`config.mk`:
```
export PLATFORM = sky130hd
export DESIGN_NAME = load_store_unit_flat
export DESIGN_NICKNAME = d
export VERILOG_FILES = /design/src/logic/core_pkg.sv /design/src/logic/lsu_if.sv /design/src/logic/load_store_unit.sv /design/src/flat_wrapper.sv
export SDC_FILE = /design/constraint.sdc
export NUM_CORES = 1
export LEC_CHECK = 0
export BUFFER_PORTS_ARGS = -buffer_cell sky130_fd_sc_hd__buf_4
export CAP_MARGIN = 10
export CORE_MARGIN = 4
export CORE_UTILIZATION = 34
export DETAILED_ROUTE_END_ITERATION = 7
export PLACE_DENSITY = 0.85
export RECOVER_POWER = 25
export SLEW_MARGIN = 15
export SYNTH_ARGS = -nofsm -noshare
export SYNTH_HDL_FRONTEND = slang
export SYNTH_SLANG_ARGS = --single-unit
```
`constraint.sdc`:
```
create_clock -name clk -period 5.3 [get_ports clk]
set_input_delay 0.265 -clock clk [delete_from_list [all_inputs] [get_ports clk]]
set_output_delay 0.265 -clock clk [all_outputs]
set_load 0.02 [all_outputs]
```
`src/logic/core_pkg.sv`:
```
// shared widths, opcodes and instruction views for the rv32i core
// word-only loads and stores, no compressed or system encodings
// unsupported opcodes are replaced by nop_instr in the decoder
package core_pkg;

  localparam int xlen       = 32;
  localparam int reg_addr_w = 5;

  typedef logic [xlen-1:0]       word_t;
  typedef logic [reg_addr_w-1:0] reg_idx_t;

  ////////////////////////////////////////
  // major opcodes
  localparam logic [6:0] opc_op     = 7'b0110011;
  localparam logic [6:0] opc_op_imm = 7'b0010011;
  localparam logic [6:0] opc_lui    = 7'b0110111;
  localparam logic [6:0] opc_auipc  = 7'b0010111;
  localparam logic [6:0] opc_jal    = 7'b1101111;
  localparam logic [6:0] opc_jalr   = 7'b1100111;
  localparam logic [6:0] opc_branch = 7'b1100011;
  localparam logic [6:0] opc_load   = 7'b0000011;
  localparam logic [6:0] opc_store  = 7'b0100011;

  localparam logic [2:0] f3_word    = 3'b010;     // lw / sw width code

  // arithmetic first, then the six branch compares
  typedef enum logic [3:0] {
    alu_add, alu_sub, alu_and, alu_or, alu_xor, alu_slt, alu_sltu, alu_sll,
    alu_srl, alu_sra, alu_eq, alu_ne, alu_lt, alu_ge, alu_ltu, alu_geu
  } alu_op_t;

  ////////////////////////////////////////
  // instruction formats, msb first
  typedef struct packed {
    logic [6:0] funct7;
    reg_idx_t   rs2;
    reg_idx_t   rs1;
    logic [2:0] funct3;
    reg_idx_t   rd;
    logic [6:0] opcode;
  } r_type_t;

  typedef struct packed {
    logic [11:0] imm;
    reg_idx_t    rs1;
    logic [2:0]  funct3;
    reg_idx_t    rd;
    logic [6:0]  opcode;
  } i_type_t;

  typedef struct packed {
    logic [6:0] imm_hi;
    reg_idx_t   rs2;
    reg_idx_t   rs1;
    logic [2:0] funct3;
    logic [4:0] imm_lo;
    logic [6:0] opcode;
  } s_type_t;

  typedef struct packed {
    logic       imm_12;
    logic [5:0] imm_10_5;
    reg_idx_t   rs2;
    reg_idx_t   rs1;
    logic [2:0] funct3;
    logic [3:0] imm_4_1;
    logic       imm_11;
    logic [6:0] opcode;
  } b_type_t;

  typedef struct packed {
    logic [19:0] imm;       // upper 20 bits of the result
    reg_idx_t    rd;
    logic [6:0]  opcode;
  } u_type_t;

  typedef struct packed {
    logic       imm_20;
    logic [9:0] imm_10_1;
    logic       imm_11;
    logic [7:0] imm_19_12;
    reg_idx_t   rd;
    logic [6:0] opcode;
  } j_type_t;

  // one word, six views
  typedef union packed {
    r_type_t r;
    i_type_t i;
    s_type_t s;
    b_type_t b;
    u_type_t u;
    j_type_t j;
  } instr_u;

  localparam instr_u nop_instr = 32'h0000_0013;   // addi x0, x0, 0

endpackage

```
`src/logic/lsu_if.sv`:
```
// memory request from decode/execute to the load/store unit
// req and its fields stay up until done, done is a single-cycle pulse
// rdata only meaningful on done of a load
`timescale 1ns/100ps

interface lsu_if;
  import core_pkg::*;

  logic  req;
  logic  we;       // 1 = store
  word_t addr;
  word_t wdata;
  logic  done;
  word_t rdata;

  modport core (
    output req, we, addr, wdata,
    input  done, rdata
  );

  modport lsu (
    input  req, we, addr, wdata,
    output done, rdata
  );

endinterface

```
`src/logic/load_store_unit.sv`:
```
// word loads and stores over the req/gnt/rvalid data port
// one access at a time, a store also completes on rvalid
// done follows data_rvalid_i directly
`timescale 1ns/100ps

module load_store_unit (
  input  logic            clk,
  input  logic            rst_n,
  lsu_if.lsu              mem,
  output logic            data_req_o,
  input  logic            data_gnt_i,
  input  logic            data_rvalid_i,
  output logic            data_we_o,
  output core_pkg::word_t data_addr_o,
  output core_pkg::word_t data_wdata_o,
  input  core_pkg::word_t data_rdata_i,
  output logic            busy_o
);
  import core_pkg::*;

  enum logic [1:0] {st_idle, st_req, st_wait} state_q, state_d;

  logic  we_q;
  word_t addr_q;
  word_t wdata_q;

  ////////////////////////////////////////
  // access FSM
  always_comb
  begin
    state_d = state_q;
    case (state_q)
      st_idle: if (mem.req)       state_d = st_req;    // new request seen
      st_req:  if (data_gnt_i)    state_d = st_wait;
      st_wait: if (data_rvalid_i) state_d = st_idle;
      default:                    state_d = st_idle;
    endcase
  end

  always_ff @(posedge clk or negedge rst_n)
  begin
    if (!rst_n)
      state_q <= st_idle;
    else
      state_q <= state_d;
  end

  // request copy, held on the bus until granted
  always_ff @(posedge clk)
  begin
    if (state_q == st_idle && mem.req)
    begin
      we_q    <= mem.we;
      addr_q  <= mem.addr;
      wdata_q <= mem.wdata;
    end
  end

  assign data_req_o   = state_q == st_req;
  assign data_we_o    = we_q;
  assign data_addr_o  = addr_q;
  assign data_wdata_o = wdata_q;

  assign mem.done  = data_rvalid_i;
  assign mem.rdata = data_rdata_i;

  // includes the cycle the request is only seen
  assign busy_o = (state_q != st_idle) | mem.req;

endmodule

```
`src/flat_wrapper.sv`:
```
// flat-port wrapper written by rule: the top's interface ports become plain ports
module load_store_unit_flat import core_pkg::*;
  (clk, rst_n, data_req_o, data_gnt_i, data_rvalid_i, data_we_o, data_addr_o, data_wdata_o, data_rdata_i, busy_o, mem_req, mem_we, mem_addr, mem_wdata, mem_done, mem_rdata);
  lsu_if mem_i ();
  input  logic clk;
  input  logic rst_n;
  output logic data_req_o;
  input  logic data_gnt_i;
  input  logic data_rvalid_i;
  output logic data_we_o;
  output core_pkg::word_t data_addr_o;
  output core_pkg::word_t data_wdata_o;
  input  core_pkg::word_t data_rdata_i;
  output logic busy_o;
  input wire logic [$bits(mem_i.req)-1:0] mem_req;
  input wire logic [$bits(mem_i.we)-1:0] mem_we;
  input wire logic [$bits(mem_i.addr)-1:0] mem_addr;
  input wire logic [$bits(mem_i.wdata)-1:0] mem_wdata;
  output wire logic [$bits(mem_i.done)-1:0] mem_done;
  output wire logic [$bits(mem_i.rdata)-1:0] mem_rdata;
  assign mem_i.req = mem_req;
  assign mem_i.we = mem_we;
  assign mem_i.addr = mem_addr;
  assign mem_i.wdata = mem_wdata;
  assign mem_done = mem_i.done;
  assign mem_rdata = mem_i.rdata;
  load_store_unit u_core (.clk(clk), .rst_n(rst_n), .mem(mem_i), .data_req_o(data_req_o), .data_gnt_i(data_gnt_i), .data_rvalid_i(data_rvalid_i), .data_we_o(data_we_o), .data_addr_o(data_addr_o), .data_wdata_o(data_wdata_o), .data_rdata_i(data_rdata_i), .busy_o(busy_o));
endmodule
```
After elaboration in Yosys (flattened, before gate mapping)
Cells that the tools add are included.
{ "classes": {"n_eq_ne": 5, "muxes": 4, "bitwise_logic": 1, "reduce_logical": 4} }
{ "op_table": {"columns": ["cell", "count"], "rows": [
  ["two-way mux 2 bit", 3],
  ["one-hot mux 2 bit (3 select lines)", 1],
  ["!= test 2 bit, second input constant", 2],
  ["AND reduction 3 bit", 1],
  ["equality test 2 x 1 -> 1 bit, second input constant", 1],
  ["equality test 2 bit, second input constant", 1],
  ["logical NOT 2 bit", 1],
  ["!= test 2 x 1 -> 1 bit, second input constant", 1],
  ["nonzero test 2 bit", 1],
  ["logical AND 1 bit", 1],
  ["bitwise OR 1 bit", 1]
]} }
{ "word_totals": {"regBits": 67, "in_bits": 102, "output_inout_bits": 100, "word_cells": 18} }

Logic depth before layout (Yosys ltp)
Gate-level depths: netlist (run 1).
{ "depth": {"depth_word": 3, "ltp_mapped": 2} }

Least setup slack after synthesis (run 1)
No wires, ideal clock.
{ "synth_timing": {"path_kind": "register -> register", "from": "register u_core.state_q[1] (netlist bit)", "to": "register u_core.addr_q[0] (netlist: u_core.data_addr_o[0]) (enable)", "setup_ns": 0.581, "t_arrival_ns": 5.187, "t_required_ns": 4.719, "slack_ns": -0.468, "path_stages_with_launch": 2, "path_buffers": 0, "period_less_slack_ns": 5.768, "cell_sequence": "dfrtp_1 nor3b_1"} }
{ "synth_via": {"elab_chain_len": 2} }
{ "synth_lines": {"columns": ["item", "line", "rtl"], "rows": [
  ["from (decl)", "load_store_unit.sv:21", "enum logic [1:0] {st_idle, st_req, st_wait} state_q, state_d;"],
  ["from (signal assigned)", "load_store_unit.sv:43", "state_q <= st_idle;"],
  ["from (signal assigned)", "load_store_unit.sv:45", "state_q <= state_d;"],
  ["logical NOT 2 bit", "load_store_unit.sv:51", "if (state_q == st_idle && mem.req)"],
  ["logical AND 1 bit", "load_store_unit.sv:51", null],
  ["to (signal assigned)", "load_store_unit.sv:54", "addr_q <= mem.addr;"],
  ["to (decl)", "load_store_unit.sv:24", "word_t addr_q;"]
]} }
Every way passes these cells.
A chain may end at the register's enable or synchronous reset.

Final worst setup path (run 1)
{ "layout_timing": {"from": "register u_core.state_q[1] (netlist bit)", "to": "output busy_o"} }
{ "layout_via": {"elab_chain_len": 2} }
{ "layout_lines": {"columns": ["item", "line", "rtl"], "rows": [
  ["nonzero test 2 bit", "load_store_unit.sv:68", "assign busy_o = (state_q != st_idle) | mem.req;"],
  ["bitwise OR 1 bit", "load_store_unit.sv:68", null],
  ["to (decl)", "flat_wrapper.sv:14", "output logic busy_o;"]
]} }
Every way passes these cells.

==> reports/metrics.csv, run 1 <==
metric,value,unit
die_w,90.2,µm
final_nets,328,
hold_path_class,in -> reg,
clockBufferDepth,2,
die_h,90.2,µm
die_area,8140,µm²
via_count,1323,
slew-limit-headroom,0.693,
htree_levels,3,
ys_types,10,
status,finished clean,
final_cell_mix,"buf_4 (81), edfxtp_1 (65), clkbuf_4 (58)",
worst-path-buf-inv,1,
numPlacedInstances,291,
cts_inserted_buffers,9,
clk_pin_slew,70,ps
crit_slowest_cell,dfrtp_1,
synthesis.area,2300,µm²
grt_first_pass_wirelength,8200,µm
tns,0,ps
grt_antenna_before_repair,0,
synth_fp_nets,210,
fin_util,0.524,
clock_sinks,67,
grt_usage,0.133,
crit_type,reg -> out,
drv_cap,0,
regToRegSetupSlack,3820,ps
crit_path_cell_trace,"or3_1, buf_4",
ys_warn_count,0,
critical-path-top-delay-family,flip-flops,
finalWirelength,5200,µm
arrival,1310,ps
placementRows,29,
cellLeakagePower,1.40,nW
nFillCells,556,
drtIter0Drc,39,
grt_pass1_vias,1456,
irDropWorstVdd,0.000209,V
port_buffers,137,
grt-ovfl-total,0,
setup_viol,0,
hp-start,mem_wdata[30],
path_max_fanout,6,
postCtsHoldBufs,1,
cts_tree,yes,
max_freq,633,MHz
layout_min_cycle_time,1580,ps
synth.mux.area_fraction,0,
synth-seq-cells,67,
area_growth,47.2,%
gp_congestion,0.645,
finalPower,1.56,mW
io_pins,202,
post_cts_buffers,0,
clk_latency,330,ps
crit_path_max_incr_delay,450,ps
antenna_cells,0,
worst_setup_path_start_kind,register,
synth_top_family_by_area,buffers and inverters,
synth_compound_gate_area_share,0.00272,
initial_core_util,0.356,
drtAntennaViolNets,0,
worstPathRequired,5040,ps
drcViolationCount,0,
rsz0062_at_grt,false,
yosys.area_share.simple,0.0190,
postCtsResizedCells,0,
yosysSeqAreaShare,0.871,
r2r_start,u_core.state_q[1],
cp-end-kind,primary output,
syn_area_per_cell,21.3,µm²
fin_crit_sh,0.298,
setup.worst_path.start,u_core.state_q[1],
core,6460,µm²
slew_violations,0,
skew,7.65,ps
via_per_inst,4.32,
layout.cells.most_common,buf_4,
root_buffer,clkbuf_8,
power.density,461,nW/µm²
synthAdderAreaFrac,0,
finalNonFillerCells,306,
first_pass_iters,4,
tightest_slew,460,ps
wl_per_cell,17.0,µm
syn_inst,108,
finalHoldViolations,0,
synth_xor_area_frac,0,
grt_start_max_net_pins,38,
drive_gt1_frac,0.668,
## routing by layer
layer / part of all wire / wire [µm] / global-route usage / vias up
li1: - / - / - / 599
met1: 0.35 / 1820 / 0.137 / 591
met2: 0.48 / 2520 / 0.207 / 115
met3: 0.15 / 772 / 0.0943 / 18
met4: 0.018 / 91 / 0.0574 / 0
met5: 0 / 0 / 0 / -
## layout make-up
class	count	area [µm²]	area share
Tap cell	77	96.3	0.0285
Multi-Input combinational cell	8	61.3	0.0181
Sequential cell	67	2000	0.591
Clock inverter	4	43.8	0.0129
Timing Repair Buffer	140	1050	0.311
Clock buffer	10	128	0.0377
## synthesized netlist by cell type
cell type | count | area (µm²)
nor2_1 | 1 | 3.75
nor3b_1 | 2 | 15.0
and2b_2 | 1 | 8.76
o22ai_1 | 1 | 6.26
nand2_1 | 1 | 3.75
nand2b_1 | 1 | 6.26
dfrtp_1 | 2 | 50.1
buf_4 | 33 | 248
edfxtp_1 | 65 | 1950
or3_1 | 1 | 6.26
## logic make-up (layout without fill, tap and decap cells)
group	Yosys count	after routing
flip-flops	67	67
AO/OA/AOI/OAI	1	1
AND/OR/NAND/NOR	7	7
buffers and inverters	33	154
## power by group
part | switching [mW] | internal, mW | leakage (nW)
registers | 0.0405 | 0.725 | 0.632
logic | 0.246 | 0.170 | 0.681
clock network | 0.169 | 0.209 | 0.0894
## state kept, by name, indices dropped and copies added, names as in the netlist
| signal | count |
|---|---|
| u_core.data_we_o | 1 |
| u_core.data_wdata_o | 32 |
| u_core.state_q | 2 |
| u_core.data_addr_o | 32 |
## final timing paths
check | endpoint | cells after the start
max | busy_o | 2
min | u_core.data_wdata_o[30] | 1
max reg2reg | u_core.data_addr_o[19] | 2
min reg2reg | u_core.state_q[0] | 1
max in group asynchronous | u_core.state_q[1] | 2
min in group asynchronous | u_core.state_q[0] | 2
## worst register-to-register path, cell delays in order (launching register included)
cell     delay (ps)
dfrtp_1         450
nor3b_4         230
buf_4           430
## metrics by stage
step / instance area [µm²] / setup WS (ps) / hold slack [ps]
finish: 3380 / 3720 / 114
global route: 3380 / 3660 / 92.3
CTS: 3380 / 3690 / 86.6
detailed placement: 3200 / 3820 / 52.3
global placement: 3200 / 3870 / 47.4
floorplan: 2300 / 1830 / -30.6
Note: power is estimated with default switching activity, not from simulation.
==> inputs of run 2 (changes only) <==
CORE_UTILIZATION = 37   (was 34)
PLACE_DENSITY = 0.88   (was 0.85)
clock period = 1.65 ns   (was 5.3 ns; I/O delays follow)
==> run 2 against run 1 <==
Effect of this change: sequential power grew to 3.2 times the previous value; global-route usage grew 3.3 points; register-to-register slack lost 3600 ps; worst setup slack lost 3500 ps; hold slack lost 50 ps; clock power grew to 3.4 times the previous value; first-iteration DRC count grew 44%; sequential share of layout area shrank 9.9 points; via count grew 22%; non-clock buffer count grew 66; total power grew to 3.4 times the previous value; utilization grew 15 points; critical endpoint unchanged.
==> reports/metrics.csv, run 2 (same netlist as run 1, synthesis figures left out) <==
metric,value,unit,change
status,finished clean,,unchanged
skew,4.24,ps,was 7.65 ps
hp-start,data_gnt_i,,was mem_wdata[30]
fin_crit_sh,0.849,,
drtAntennaViolNets,0,,unchanged
clockBufferDepth,2,,unchanged
min_to,u_core.state_q[1],,was u_core.data_wdata_o[30]
grt-ovfl-total,0,,unchanged
grt_first_pass_wirelength,9090,µm,was 8200 µm
area_growth,76.7,%,was 47.2%
dpl_worst_slack,253,ps,was 3820 ps
finalWirelength,6230,µm,was 5200 µm
grt_antenna_before_repair,0,,unchanged
setup_ws,250,ps,was 3720 ps
die_w,86.8,µm,was 90.2 µm
setup_viol,0,,unchanged
final_nets,394,,was 328
initial_core_util,0.384,,was 0.356
drt-met1-wl,2060,µm,was 1820 µm
worst-r2r-cell-count,2,,unchanged
wl_per_cell,16.8,µm,was 17.0 µm
crit_path_cell_trace,"or3_1, buf_4",,unchanged
clk_latency,320,ps,was 330 ps
drv_cap,0,,unchanged
final_cell_mix,"buf_4 (113), dlygate4sd3_1 (67), edfxtp_1 (65)",,"was buf_4 (81), edfxtp_1 (65), clkbuf_4 (58)"
max_freq,714,MHz,
placementRows,28,,was 29
drtIter0Drc,56,,was 39
postCtsResizedCells,0,,unchanged
irDropWorstVdd,0.000734,V,was 0.000209 V
power.density,1290,nW/µm²,was 461 nW/µm²
cts_inserted_buffers,9,,unchanged
grt_start_max_net_pins,44,,was 38
crit_path_max_incr_delay,450,ps,about the same
drcViolationCount,0,,unchanged
gp_congestion,0.665,,was 0.645
die_area,7540,µm²,was 8140 µm²
htree_levels,3,,unchanged
numPlacedInstances,289,,was 291
via_count,1608,,was 1323
cts_tree,yes,,unchanged
finalNonFillerCells,371,,was 306
io_pins,202,,unchanged
regToRegSetupSlack,270,ps,was 3820 ps
path_max_fanout,6,,unchanged
slew_violations,0,,unchanged
clk_pin_slew,70,ps,about the same
layout_min_cycle_time,1400,ps,
crit_slowest_cell,dfrtp_1,,unchanged
worstPathRequired,1570,ps,was 5040 ps
worst_setup_path_start_kind,register,,unchanged
root_buffer,clkbuf_8,,unchanged
rsz0062_at_grt,false,,unchanged
antenna_cells,0,,unchanged
grt_pass1_vias,1773,,was 1456
regToRegEndpoint,u_core.data_wdata_o[16],,was u_core.data_addr_o[19]
tightest_slew,297,ps,was 460 ps
port_buffers,137,,unchanged
hold_depth,3,,was 1
nFillCells,388,,was 556
crit_type,reg -> out,,unchanged
core,5990,µm²,was 6460 µm²
top_layer_used,met4,,unchanged
r2r_start,u_core.state_q[0],,was u_core.state_q[1]
finalHoldViolations,0,,unchanged
hold_path_class,in -> reg,,unchanged
cp-end-kind,primary output,,unchanged
via_per_inst,4.33,,was 4.32
layout.cells.most_common,buf_4,,unchanged
slew-limit-headroom,0.802,,was 0.693
wl_met2,3340,µm,was 2520 µm
dr_wl_met3,698,µm,was 772 µm
grt_usage,0.166,,was 0.133
clock_sinks,67,,unchanged
first_pass_iters,4,,unchanged
die_h,86.8,µm,was 90.2 µm
cellLeakagePower,1.68,nW,was 1.40 nW
arrival,1320,ps,was 1310 ps
drive_gt1_frac,0.520,,was 0.668
[run 2: cell count changes in the layout (fill, tap and decap cells not counted), sizes merged]
cell	delta
clkinv	-1
clkinvlp	+2
buf	+33
dlygate4sd3	+66
clkbuf	-33
[run 2: how the worst max path moves through the flow]
stage,depth (start not counted),to,from
3_5_place_dp,2,u_core.data_wdata_o[13],u_core.state_q[0]
3_3_place_gp,2,u_core.data_wdata_o[27],u_core.state_q[0]
5_1_grt,2,u_core.data_wdata_o[16],u_core.state_q[0]
2_1_floorplan,1,u_core.data_addr_o[0],u_core.state_q[0]
6_report,2,busy_o,u_core.state_q[1]
4_1_cts,2,busy_o,u_core.state_q[1]
[run 2: routing by layer]
metal	global-route usage	vias up
met2	0.304	108
met4	0.0892	0
li1	-	731
met5	0	-
met1	0.165	749
met3	0.0532	20
[run 2: layout make-up]
type / instances / area (µm²) / share of cell area
Clock buffer: 10 / 128 / 0.0314
Clock inverter: 5 / 55.1 / 0.0136
Multi-Input combinational cell: 8 / 61.3 / 0.0151
Sequential cell: 67 / 2000 / 0.493
Tap cell: 75 / 93.8 / 0.0231
Timing Repair Buffer: 206 / 1720 / 0.424
[run 2: power by group]
part	total, mW	leakage, nW	switching, mW	internal (mW)
registers	2.47	0.632	0.140	2.33
logic	1.50	0.964	0.828	0.674
clock network	1.27	0.0881	0.581	0.685
total	5.24	1.68	1.55	3.69
[run 2: metrics by stage]
stage	hold slack, ps	util	cell area (µm²)	power (mW)	TNS [ps]
after floorplan	-213	-	2310	3.26	-59960
after global placement	-134	0.536	3210	3.83	0
after detailed placement	-133	0.536	3210	3.89	0
after CTS	49.7	0.679	4070	5.29	0
after global routing	54.7	0.678	4060	5.49	0
final	64.4	0.678	4060	5.24	0
[run 2: worst max-delay path, delay by kind of cell, from the launching register on]
kind                   cells  cell delay, ps
flip-flops                 1             450
AND/OR/NAND/NOR            1             380
buffers and inverters      1             170
[run 2: repair_timing]
action	CTS	global route
endpoints found under the hold margin	68	0
hold buffers	67	0
buffers inserted	0	0
endpoints found under the setup margin	0	0
